**src/common/pmp_cfg.svh**
```systemverilog
`ifndef PMP_CFG_SVH
`define PMP_CFG_SVH

// number of entries, multiple of 4 so cfg words are full
`define PMP_ENTRIES 8
// address and data bus width
`define PMP_XLEN 32
// minimum NAPOT granularity exponent
`define PMP_GRAN 0

// register map byte offsets
`define PMP_CFG_BASE 32'h0000_0000
`define PMP_ADDR_BASE 32'h0000_0010

`endif

```
**src/common/pmp_pkg.sv**
```systemverilog
`default_nettype none

package pmp_pkg;

  // address-match mode held in the A field of a cfg byte
  typedef enum logic [1:0] {
    OFF   = 2'd0,                  // entry disabled
    TOR   = 2'd1,                  // top of range, bottom is previous entry
    NA4   = 2'd2,                  // single word
    NAPOT = 2'd3                   // naturally aligned power-of-two region
  } pmp_a_e;

  // one pmpcfg byte, msb first as in the privileged spec
  typedef struct packed {
    logic       l;                 // lock, also enforces on M-mode
    logic [1:0] rsvd;              // reserved, kept as written
    pmp_a_e     a;                 // match mode
    logic       x;                 // execute allowed
    logic       w;                 // write allowed
    logic       r;                 // read allowed
  } pmp_cfg_t;

  // privilege of the checked access, RISC-V encoding
  typedef enum logic [1:0] {
    PRIV_U = 2'd0,
    PRIV_M = 2'd3
  } priv_e;

  // access type opcode on the check port
  typedef enum logic [1:0] {
    ACC_READ  = 2'd0,
    ACC_WRITE = 2'd1,
    ACC_EXEC  = 2'd2
  } access_e;

  // AXI response codes used by the slave
  typedef enum logic [1:0] {
    RESP_OKAY   = 2'b00,
    RESP_SLVERR = 2'b10
  } axi_resp_e;

endpackage

`default_nettype wire

```
**src/design/pmp_check/pmp_matcher.sv**
```systemverilog
`default_nettype none
`timescale 1ns/10ps
`include "pmp_cfg.svh"

module pmp_matcher (
  input  logic [`PMP_XLEN-1:0] phys_addr,        // checked address, pmpaddr units
  input  pmp_pkg::pmp_cfg_t    check_cfg,        // entry cfg byte
  input  logic [`PMP_XLEN-1:0] cfg_addr,         // this entry's pmpaddr
  input  logic [`PMP_XLEN-1:0] cfg_addr_before,  // previous pmpaddr, TOR bottom
  output logic                 match             // address falls in the entry
);

  import pmp_pkg::*;

  localparam int GRAN_BITS = (`PMP_GRAN == 0) ? 1 : `PMP_GRAN;
  localparam int GRAN_LSB  = GRAN_BITS - 1;            // lowest zero-bit position
  localparam int N_SIZES   = `PMP_XLEN - GRAN_LSB - 1; // region sizes below full space

  logic [N_SIZES+1:0] napot_hit;                       // one per region size
  logic               tor_hit;

  // a region of size 2^(z+3) bytes: bit z of cfg_addr is zero, bits below are ones
  for (genvar i = 0; i < N_SIZES; i++) begin : g_napot
    localparam int Z = i + GRAN_LSB;
    localparam logic [`PMP_XLEN-1:0] PATTERN = ~(`PMP_XLEN'(1) << Z);

    assign napot_hit[i] = (cfg_addr[Z:0] == PATTERN[Z:0]) &&
                          (phys_addr[`PMP_XLEN-1:Z+1] == cfg_addr[`PMP_XLEN-1:Z+1]);
  end

  // top bit clear with all ones below, or all ones: the whole address space
  assign napot_hit[N_SIZES]   = cfg_addr == {1'b0, {(`PMP_XLEN-1){1'b1}}};
  assign napot_hit[N_SIZES+1] = &cfg_addr;

  // empty or inverted range never hits
  assign tor_hit = (cfg_addr_before < cfg_addr) &&
                   (phys_addr >= cfg_addr_before) &&
                   (phys_addr < cfg_addr);

  always_comb begin
    case (check_cfg.a)
      NA4:     match = phys_addr == cfg_addr;          // exact word
      TOR:     match = tor_hit;
      NAPOT:   match = |napot_hit;                     // only one size can be encoded
      default: match = 1'b0;                           // OFF
    endcase
  end

endmodule

`default_nettype wire

```
**src/design/pmp_check/pmp_check.sv**
```systemverilog
`default_nettype none
`timescale 1ns/10ps
`include "pmp_cfg.svh"

module pmp_check (
  input  logic                 clk,
  input  logic                 rst,
  input  pmp_pkg::pmp_cfg_t    entry_cfg  [`PMP_ENTRIES],  // from register block
  input  logic [`PMP_XLEN-1:0] entry_addr [`PMP_ENTRIES],
  input  logic                 req_valid,
  input  logic [`PMP_XLEN-1:0] req_addr,                   // already >> 2
  input  pmp_pkg::priv_e       req_priv,
  input  pmp_pkg::access_e     req_access,
  output logic                 resp_valid,
  output logic                 resp_fault
);

  import pmp_pkg::*;

  logic [`PMP_ENTRIES-1:0] hit;                            // per-entry match
  logic [`PMP_XLEN-1:0]    addr_before [`PMP_ENTRIES];     // TOR bottom per entry
  logic                    found;
  pmp_cfg_t                sel_cfg;                        // winning entry's cfg
  logic                    perm;
  logic                    fault;

  for (genvar g = 0; g < `PMP_ENTRIES; g++) begin : g_entry
    if (g == 0) begin : g_first
      assign addr_before[g] = '0;                          // entry 0 ranges from zero
    end else begin : g_rest
      assign addr_before[g] = entry_addr[g-1];
    end

    pmp_matcher u_matcher (
      .phys_addr       (req_addr),
      .check_cfg       (entry_cfg[g]),
      .cfg_addr        (entry_addr[g]),
      .cfg_addr_before (addr_before[g]),
      .match           (hit[g])
    );
  end

  // scan downward so the lowest index wins
  always_comb begin
    found   = 1'b0;
    sel_cfg = '0;
    for (int i = `PMP_ENTRIES - 1; i >= 0; i--) begin
      if (hit[i]) begin
        found   = 1'b1;
        sel_cfg = entry_cfg[i];
      end
    end
  end

  always_comb begin
    case (req_access)
      ACC_READ:  perm = sel_cfg.r;
      ACC_WRITE: perm = sel_cfg.w;
      ACC_EXEC:  perm = sel_cfg.x;
      default:   perm = 1'b0;                              // unused opcode, deny
    endcase
  end

  // M-mode only bound by locked entries; anything else treated as user
  always_comb begin
    if (!found)
      fault = req_priv != PRIV_M;                          // default deny for U
    else if (req_priv == PRIV_M)
      fault = sel_cfg.l && !perm;
    else
      fault = !perm;
  end

  always_ff @(posedge clk) begin
    if (rst)
      resp_valid <= 1'b0;
    else
      resp_valid <= req_valid;                             // fixed one-cycle latency
  end

  always_ff @(posedge clk) begin
    if (req_valid)
      resp_fault <= fault;
  end

endmodule

`default_nettype wire

```
**src/design/pmp_regs/pmp_regs.sv**
```systemverilog
`default_nettype none
`timescale 1ns/10ps
`include "pmp_cfg.svh"

module pmp_regs (
  input  logic                     clk,
  input  logic                     rst,
  input  logic [`PMP_XLEN-1:0]     awaddr,
  input  logic                     awvalid,
  output logic                     awready,
  input  logic [`PMP_XLEN-1:0]     wdata,
  input  logic [`PMP_XLEN/8-1:0]   wstrb,
  input  logic                     wvalid,
  output logic                     wready,
  output pmp_pkg::axi_resp_e       bresp,
  output logic                     bvalid,
  input  logic                     bready,
  input  logic [`PMP_XLEN-1:0]     araddr,
  input  logic                     arvalid,
  output logic                     arready,
  output logic [`PMP_XLEN-1:0]     rdata,
  output pmp_pkg::axi_resp_e       rresp,
  output logic                     rvalid,
  input  logic                     rready,
  output pmp_pkg::pmp_cfg_t        entry_cfg  [`PMP_ENTRIES],  // live pmpcfg bytes
  output logic [`PMP_XLEN-1:0]     entry_addr [`PMP_ENTRIES]   // live pmpaddr values
);

  import pmp_pkg::*;

  localparam int IDX_W = $clog2(`PMP_ENTRIES);
  localparam int NBYTE = `PMP_XLEN / 8;

  logic                    wr_en;
  logic                    rd_en;
  logic [`PMP_XLEN-1:0]    wr_cfg_off, wr_addr_off;      // offsets into each region
  logic [`PMP_XLEN-1:0]    rd_cfg_off, rd_addr_off;
  logic                    wr_cfg_hit, wr_addr_hit;
  logic                    rd_cfg_hit, rd_addr_hit;
  logic [IDX_W-1:0]        wr_idx, rd_idx;               // pmpaddr entry number
  logic [`PMP_ENTRIES-1:0] addr_locked;
  logic [`PMP_XLEN-1:0]    rd_data;

  // entry number of byte k in the cfg word at byte offset off
  function automatic logic [IDX_W-1:0] cfg_entry(input logic [`PMP_XLEN-1:0] off,
                                                 input int k);
    return (off[IDX_W-1:0] & ~IDX_W'(3)) | IDX_W'(k);
  endfunction

  // W without R is reserved
  function automatic pmp_cfg_t legal_cfg(input logic [7:0] b);
    pmp_cfg_t c;
    c = pmp_cfg_t'(b);
    if (!c.r)
      c.w = 1'b0;
    return c;
  endfunction

  // region decode, wrap-around on subtract keeps it one compare
  assign wr_cfg_off  = awaddr - `PMP_CFG_BASE;
  assign wr_addr_off = awaddr - `PMP_ADDR_BASE;
  assign rd_cfg_off  = araddr - `PMP_CFG_BASE;
  assign rd_addr_off = araddr - `PMP_ADDR_BASE;
  assign wr_cfg_hit  = wr_cfg_off < `PMP_XLEN'(`PMP_ENTRIES);       // one byte per entry
  assign wr_addr_hit = wr_addr_off < `PMP_XLEN'(4 * `PMP_ENTRIES);  // one word per entry
  assign rd_cfg_hit  = rd_cfg_off < `PMP_XLEN'(`PMP_ENTRIES);
  assign rd_addr_hit = rd_addr_off < `PMP_XLEN'(4 * `PMP_ENTRIES);
  assign wr_idx      = wr_addr_off[IDX_W+1:2];
  assign rd_idx      = rd_addr_off[IDX_W+1:2];

  assign wr_en   = awvalid && wvalid && !bvalid;         // both channels, no pending B
  assign awready = wr_en;
  assign wready  = wr_en;
  assign arready = !rvalid;
  assign rd_en   = arvalid && arready;

  // own lock, or the entry above is a locked TOR using this as its bottom
  always_comb begin
    for (int i = 0; i < `PMP_ENTRIES; i++)
      addr_locked[i] = entry_cfg[i].l;
    for (int i = 0; i < `PMP_ENTRIES - 1; i++)
      if (entry_cfg[i+1].l && entry_cfg[i+1].a == TOR)
        addr_locked[i] = 1'b1;
  end

  always_ff @(posedge clk) begin
    if (rst) begin
      bvalid <= 1'b0;
      for (int i = 0; i < `PMP_ENTRIES; i++) begin
        entry_cfg[i]  <= '0;                             // all entries OFF
        entry_addr[i] <= '0;
      end
    end else if (wr_en) begin
      bvalid <= 1'b1;
      if (wr_cfg_hit)
        for (int k = 0; k < NBYTE; k++)
          if (wstrb[k] && !entry_cfg[cfg_entry(wr_cfg_off, k)].l)
            entry_cfg[cfg_entry(wr_cfg_off, k)] <= legal_cfg(wdata[8*k +: 8]);
      if (wr_addr_hit && !addr_locked[wr_idx])
        for (int k = 0; k < NBYTE; k++)
          if (wstrb[k])
            entry_addr[wr_idx][8*k +: 8] <= wdata[8*k +: 8];
    end else if (bready) begin
      bvalid <= 1'b0;
    end
  end

  // locked writes are silently dropped, still OKAY
  always_ff @(posedge clk) begin
    if (wr_en)
      bresp <= (wr_cfg_hit || wr_addr_hit) ? RESP_OKAY : RESP_SLVERR;
  end

  always_comb begin
    rd_data = '0;                                        // unmapped reads zero
    if (rd_cfg_hit)
      for (int k = 0; k < NBYTE; k++)
        rd_data[8*k +: 8] = entry_cfg[cfg_entry(rd_cfg_off, k)];
    else if (rd_addr_hit)
      rd_data = entry_addr[rd_idx];
  end

  always_ff @(posedge clk) begin
    if (rst)
      rvalid <= 1'b0;
    else if (rd_en)
      rvalid <= 1'b1;
    else if (rready)
      rvalid <= 1'b0;                                    // held until taken
  end

  always_ff @(posedge clk) begin
    if (rd_en) begin
      rdata <= rd_data;
      rresp <= (rd_cfg_hit || rd_addr_hit) ? RESP_OKAY : RESP_SLVERR;
    end
  end

endmodule

`default_nettype wire

```
**src/design/pmp_unit.sv**
```systemverilog
`default_nettype none
`timescale 1ns/10ps
`include "pmp_cfg.svh"

module pmp_unit (
  input  logic                   clk,
  input  logic                   rst,
  // AXI4-Lite register port
  input  logic [`PMP_XLEN-1:0]   awaddr,
  input  logic                   awvalid,
  output logic                   awready,
  input  logic [`PMP_XLEN-1:0]   wdata,
  input  logic [`PMP_XLEN/8-1:0] wstrb,
  input  logic                   wvalid,
  output logic                   wready,
  output pmp_pkg::axi_resp_e     bresp,
  output logic                   bvalid,
  input  logic                   bready,
  input  logic [`PMP_XLEN-1:0]   araddr,
  input  logic                   arvalid,
  output logic                   arready,
  output logic [`PMP_XLEN-1:0]   rdata,
  output pmp_pkg::axi_resp_e     rresp,
  output logic                   rvalid,
  input  logic                   rready,
  // check port
  input  logic                   req_valid,
  input  logic [`PMP_XLEN-1:0]   req_addr,     // word address
  input  pmp_pkg::priv_e         req_priv,
  input  pmp_pkg::access_e       req_access,
  output logic                   resp_valid,   // one cycle after req_valid
  output logic                   resp_fault
);

  import pmp_pkg::*;

  pmp_cfg_t             entry_cfg  [`PMP_ENTRIES];  // regs -> checker
  logic [`PMP_XLEN-1:0] entry_addr [`PMP_ENTRIES];

  pmp_regs u_regs (
    .clk        (clk),
    .rst        (rst),
    .awaddr     (awaddr),
    .awvalid    (awvalid),
    .awready    (awready),
    .wdata      (wdata),
    .wstrb      (wstrb),
    .wvalid     (wvalid),
    .wready     (wready),
    .bresp      (bresp),
    .bvalid     (bvalid),
    .bready     (bready),
    .araddr     (araddr),
    .arvalid    (arvalid),
    .arready    (arready),
    .rdata      (rdata),
    .rresp      (rresp),
    .rvalid     (rvalid),
    .rready     (rready),
    .entry_cfg  (entry_cfg),
    .entry_addr (entry_addr)
  );

  pmp_check u_check (
    .clk        (clk),
    .rst        (rst),
    .entry_cfg  (entry_cfg),
    .entry_addr (entry_addr),
    .req_valid  (req_valid),
    .req_addr   (req_addr),
    .req_priv   (req_priv),
    .req_access (req_access),
    .resp_valid (resp_valid),
    .resp_fault (resp_fault)
  );

endmodule

`default_nettype wire

```
**config.mk**
```make
export PLATFORM = sky130hd
export DESIGN_NAME = pmp_unit
export DESIGN_NICKNAME = d
export VERILOG_FILES = /design/src/common/pmp_pkg.sv /design/src/design/pmp_check/pmp_matcher.sv /design/src/design/pmp_check/pmp_check.sv /design/src/design/pmp_regs/pmp_regs.sv /design/src/design/pmp_unit.sv
export VERILOG_INCLUDE_DIRS = /design/src /design/src/common
export SDC_FILE = /design/constraint.sdc
export NUM_CORES = 2
export LEC_CHECK = 0
export BUFFER_PORTS_ARGS = -buffer_cell sky130_fd_sc_hd__buf_2
export CAP_MARGIN = 10
export CORE_ASPECT_RATIO = 0.9
export CORE_MARGIN = 5
export CORE_UTILIZATION = 50
export CTS_BUF_LIST = sky130_fd_sc_hd__clkbuf_8 sky130_fd_sc_hd__clkbuf_16
export CTS_CLUSTER_SIZE = 28
export DETAILED_ROUTE_END_ITERATION = 10
export PLACE_DENSITY = 0.68
export SLEW_MARGIN = 20
export SYNTH_ARGS = -nofsm -noshare
export SYNTH_HDL_FRONTEND = slang
export SYNTH_SLANG_ARGS = --single-unit
```
**constraint.sdc**
```tcl
create_clock -name clk -period 3.35 [get_ports clk]
set_input_delay 0 -clock clk [delete_from_list [all_inputs] [get_ports clk]]
set_output_delay 0 -clock clk [all_outputs]
set_load 0.01 [all_outputs]
```
* After elaboration in Yosys (flattened, before gate mapping)
Index checks and enable logic that the tools add are counted.
** Operators by class
- Add/subtract/negate cells :: 2
- Multiply operators :: 0
- Div/mod/pow operators :: 0
- $lt $le $gt $ge :: 44
- Equality and inequality tests :: 532
- Shift-type cells :: 0
- Muxes and demuxes :: 141
- Bitwise operators :: 18
- Reductions and logical operators :: 316
** Operators with widths (count)
- $mux 256 :: 13
- $bwmux 256 :: 4
- $mux 64 :: 13
- $lt 32x32->1 :: 15
- $demux 32 s3 :: 4
- $logic_and 1x1->1 :: 285
- $reduce_or 33->1 :: 8
- $bwmux 64 :: 4
- $eq 32x31->1 const B :: 8
- $eq 32x32->1 :: 8
- $reduce_and 32->1 :: 8
- $eq 31x30->1 const B :: 8
- $eq 31x31->1 :: 8
- $eq 30x29->1 const B :: 8
- $eq 30x30->1 :: 8
- $eq 29x28->1 const B :: 8
- $eq 29x29->1 :: 8
- $mux 8 :: 29
- $eq 28x27->1 const B :: 8
- $eq 28x28->1 :: 8
- $ge 32x32->1 :: 7
- $eq 27x26->1 const B :: 8
- $eq 27x27->1 :: 8
- $eq 26x25->1 const B :: 8
- other kinds (77) :: 559
** Storage, ports and cells
- Flip-flop bits (word level) :: 360
- Latch bits :: 0
- Bits in writable memories :: 0
- Memory bits (read-only) :: 0
- Input bits :: 144
- Output and inout port bits :: 43
- Logic and storage cells :: 1116
- Memories kept :: 0

* Longest topological paths before layout
- Depth after elaboration :: 27
- Gate-level depth with buffers :: 14
- Mapped depth without buffers :: 13

* Modules after synthesis
A second synthesis with hierarchy kept.
** Unflattened totals
- Cells, all modules :: 4747
- Area, all modules :: 39783.2 sq um
** By module, submodules not included
- pmp_matcher :: instances 8, cells an instance 370, area an instance 2715.1 sq um, sequential area each 0.0 sq um
- pmp_regs :: instances 1, cells an instance 1734, area an instance 17628.2 sq um, sequential area each 7467.2 sq um
- pmp_check :: instances 1, cells an instance 53, area an instance 434.2 sq um, sequential area each 50.0 sq um

* Worst setup path after synthesis
Ideal clock, no wire load.
- Path kind :: register to register
- Start point :: register u_regs.entry_addr[51] (netlist bit)
- End point :: register u_check.resp_fault (data pin)
- Setup time :: 0.256 ns
- Arrival :: 3.193 ns
- Required time :: 3.094 ns
- Path slack :: -0.099 ns
- Stages on the path, launching flop included :: 13
- Buffers on the path :: 0
- Clock period less this slack :: 3.449 ns
- Cell sequence :: dfxtp_1 inv_1 ha_1 nand4_1 or3_1 or4_1 or4_1 a221oi_1 a221oi_1 nand3b_1 o221ai_1 a21oi_1 and4_1
** Between the ends
- Longest elaborated chain between the ends :: 17
- Elaborated cells on any way between the ends :: 97
- Classes of those cells :: order compare: 4; eq/ne: 33; mux: 21; reduce/logical: 39
** Ends and longest elaborated chain
- from (decl) :: RTL line pmp_regs.sv:26 : output logic [`PMP_XLEN-1:0] entry_addr [`PMP_ENTRIES]
- from (signal, indexed assignment) :: RTL line pmp_regs.sv:102 : entry_addr[wr_idx][8*k +: 8] <= wdata[8*k +: 8];
- $lt 32x32->1 or $ge 32x32->1 (tied branches) :: RTL line pmp_matcher.sv:36, pmp_matcher.sv:37
- $logic_and 1x1->1 :: RTL line pmp_matcher.sv:36 : assign tor_hit = (cfg_addr_before < cfg_addr) &&
- $logic_and 1x1->1 :: RTL line pmp_matcher.sv:37 : (phys_addr >= cfg_addr_before) &&
- $pmux 1 s3 :: RTL line pmp_matcher.sv:41 : case (check_cfg.a)
- $mux 8 (8 in a row) :: RTL line pmp_check.sv:48 : if (hit[i]) begin
- $pmux 1 s3 :: RTL line pmp_check.sv:56 : case (req_access)
- $logic_not 1->1 :: RTL line pmp_check.sv:69, pmp_check.sv:71
- $logic_and 1x1->1 :: RTL line pmp_check.sv:69 : fault = sel_cfg.l && !perm;
- $mux 1 :: RTL line pmp_check.sv:68 : else if (req_priv == PRIV_M)
- $mux 1 * :: RTL line pmp_check.sv:66 : if (!found)
- net u_check.fault :: RTL line pmp_check.sv:25 : logic fault;
- to (signal assigned) :: RTL line pmp_check.sv:83 : resp_fault <= fault;
- to (decl) :: RTL line pmp_check.sv:15 : output logic resp_fault
Mark *: on every way through the listed nets, which the timed path passes. The rest lies on a longest branch.
A chain may end at the register's enable or synchronous reset.

* Worst setup path after layout
- Start point :: register u_regs.entry_addr[62] (netlist bit)
- End point :: register u_check.resp_fault (data pin)
The elaborated chain is that of the path after synthesis.

==> results_dict.tcl <==
set metrics [dict create \
    clock_sinks 358 \
    multi_input_area_mm2 0.02238 \
    top_level_ports 187 \
    hold_start "req_valid" \
    fmax_mhz 273.9 \
    synth_top_area_share_pct 20.86 \
    seq_area_frac_synth_pct 24.25 \
    grt_pass1_vias 31900 \
    rsz0062_at_grt "true" \
    grt_start_max_net_pins 111 \
    relSlewSlack_pct 23.53 \
    worst-slew-pin-transition_ns 1.141 \
    drive_gt1_share_pct 27.44 \
    worstSetupPathType "reg2reg" \
    violations "setup timing" \
    post-place-ws_ns -1.042 \
    pwr_density_cell_mw_per_mm2 265.6 \
    dpl.hpwl_um 103300 \
    clk_pin_slew_ns 0.07 \
    min_path_type "in2reg" \
    period_share_pct 109.0 \
    skew_ns 0.03469 \
    finalSetupViolations 1 \
    vias 33040 \
    fin_nets 5140 \
    cts_root_buf "clkbuf_16" \
    intPower_mw 7.840 \
    ctsHtreeMaxLevel 2 \
    io_buffers 180 \
    drtIter0Drc 3667 \
    pwr-share-clk_pct 46.1 \
    avgViaCountPerCell 6.175 \
    firstDrtPassIters 7 \
    regArea_mm2 0.007531 \
    synth_largest_area_cell "dfxtp_1" \
    syn_to_final_growth_pct 32.55 \
    core_mm2 0.06133 \
    setup_slack_ns -0.3005 \
    wl_per_cell_um 24.21 \
    drc 0 \
    outcome "finished, violations left" \
    grt.overflow.total 0 \
    switchingPower_mw 3.071 \
    fill_cells 5196 \
    row_count 86 \
    clock_latency_ns 0.61 \
    fin_total_pwr_mw 10.91 \
    crit_fanout 6 \
    drv_slew 0 \
    yosys_register_bits 358 \
    sw_frac_of_total_pct 28.15 \
    synthFlopType "dfxtp_1" \
    initial_core_util_pct 50.53 \
    r2r_start "u_regs.entry_addr[62]" \
    wl_um 129500 \
    final_antenna_net_count 0 \
    stdcell_count 5350 \
    clockBufferDepth 3 \
    combinationalPowerShare_pct 14.0 \
    drv_cap 0 \
    place_inst 5204 \
    cp_data_required_time_ns 3.70 \
    period_minus_slack_ns 3.651 \
    seqPwrFrac_pct 39.9 \
    synthTopCellsByArea "dfxtp_1 21%, ha_1 19%, mux2i_1 13%" \
    synthCells 3551 \
    p_leak_nw 19.80 \
    end_kind "flop" \
    vdd_drop_max_v 0.0003834 \
    hold_viol 0 \
    fp.dieArea_mm2 0.06707 \
    yosysUniqueCellTypes 82 \
    grt_first_pass_wirelength_um 192300 \
    crit_path_start "u_regs.entry_addr[62]" \
    yosys_warnings 0 \
    cts_tree "done" \
    syn_area_mm2 0.03099 \
    synth-edff-count 35 \
    worstSetupStartpointType "flop" \
    cts_made_buffers 44 \
    die_w_um 272.4 \
    place.gp.congestion 1.038 \
    avgSynthCellArea_um2 8.728 \
    async_flop_share_pct 0 \
    grtUsageTotal_pct 37.32 \
    critical_path_arrival_ns 4.00 \
    die_y_um 246.2 \
    antenna_found_initial 1 \
]
## worst max-delay path: stages, from the launching register on
cell       delay, ns
dfxtp_1         0.31
buf_4           0.16
ha_1            0.29
and4_2          0.28
nand4_1         0.31
a2111oi_4       0.30
buf_4           0.16
o31a_1          0.22
a2111o_1        0.21
a221oi_2        0.06
a221oi_2        0.29
nand4b_1        0.16
a31oi_1         0.10
o32a_1          0.35
and4_1          0.17
## sequential cells by signal, summed over array words and instances (netlist names)
signal	count
u_regs.rresp	1
u_regs.bvalid	1
u_check.resp_valid	1
u_regs.entry_addr	256
u_regs.rvalid	1
u_check.resp_fault	1
u_regs.rdata	32
u_regs.entry_cfg	64
u_regs.bresp	1
## power by group through the flow
stage	registers, mW	logic [mW]	clock network (mW)
floorplan	4.46	0.684	0
global placement	4.45	1.39	0
detailed placement	4.45	1.41	0
CTS	4.35	1.47	5.07
global route	4.35	1.62	5.25
finish	4.35	1.52	5.03
## metrics by stage
step / area [µm²] / util, % / TNS (ns) / hold WS, ns
after floorplan: 31050 / - / 0 / 0.09902
after global placement: 38600 / 62.94 / -1.235 / 0.1916
after detailed placement: 38600 / 62.94 / -2.005 / 0.1918
after CTS: 40840 / 66.59 / -0.3360 / 0.1403
after global routing: 41080 / 66.97 / -0.3847 / 0.1987
final: 41080 / 66.98 / -0.3005 / 0.1637
## final timing paths
kind / to / slack [ns] / cells past startpoint
setup reg to reg: u_check.resp_fault / -0.30 / 14
hold reg to reg: u_regs.entry_cfg[6] / 0.50 / 2
hold / removal: u_check.resp_fault / 0.16 / 2
setup / recovery: u_check.resp_fault / -0.30 / 14
## cell families after synthesis
| kind of cell | Yosys count | share of synthesized area [%] |
|---|---|---|
| muxes | 472 | 17.86 |
| other | 1 | 0.01210 |
| adders and majority gates | 475 | 19.18 |
| xor gates and xnor gates | 6 | 0.1696 |
| buffers and inverters | 408 | 4.978 |
| DFF | 358 | 24.25 |
| and+or+nand+nor | 1127 | 18.86 |
| AOI/OAI and AO/OA | 704 | 14.70 |
## cell usage in the layout (no fill, tap or decap), types with 10 or more instances in the layout
cell,count
buf_4,781
ha_1,468
nor2_1,413
mux2i_1,401
dfxtp_1,312
inv_1,298
a21oi_1,213
buf_2,177
nand2_1,166
nand4_1,114
o21ai_0,109
nand3_1,103
mux4_2,64
dlygate4sd3_1,60
o22ai_1,51
nand2b_1,45
a21o_1,45
clkbuf_16,44
nor3_1,43
a31oi_1,41
nor4_1,39
edfxtp_1,35
a211oi_1,34
nand2_4,32
nor2b_1,26
o211ai_1,20
and3_1,19
o31ai_1,16
o21a_1,16
and4_1,16
or4_1,12
nand3b_1,12
o2111ai_1,12
a211o_1,12
dfxtp_2,11
a21boi_0,10
## synth_stat cells, drive strengths merged, types with 64 or more instances
cell type and instances:
mux4 64, o21ai 113, nand3 107, nand2 198, ha 475, dfxtp 323, nor2 420, clkbuf 99
mux2i 401, a21oi 216, nand4 115, inv 300
## cell type report
| class | instances | area share [%] |
|---|---|---|
| clock buffers | 48 | 2.814 |
| well taps | 792 | 2.412 |
| clock inverters | 33 | 0.7675 |
| flip-flops and latches | 358 | 18.33 |
| inverters | 300 | 2.741 |
| diodes | 2 | 0.01218 |
| multi-input cells | 2786 | 54.47 |
| repair buffers | 1031 | 18.45 |
## metal layers
layer  vias to the layer above  share of wire [%]  GRT usage [%]
li1                      15250                  -              -
met1                     15570                 41          51.33
met2                      1854                 42          56.10
met3                       361                 12          8.823
met4                         0                5.0          16.12
met5                         -                  0              0
## timing repair
item	4_1_cts	5_1_grt
resized for setup	33	49
setup endpoints to repair	1	1
hold endpoints to repair	359	0
pin swaps	14	20
setup buffers	2	2
cloned	0	0
hold buffers	60	0
(Power assumes the default switching activity.)
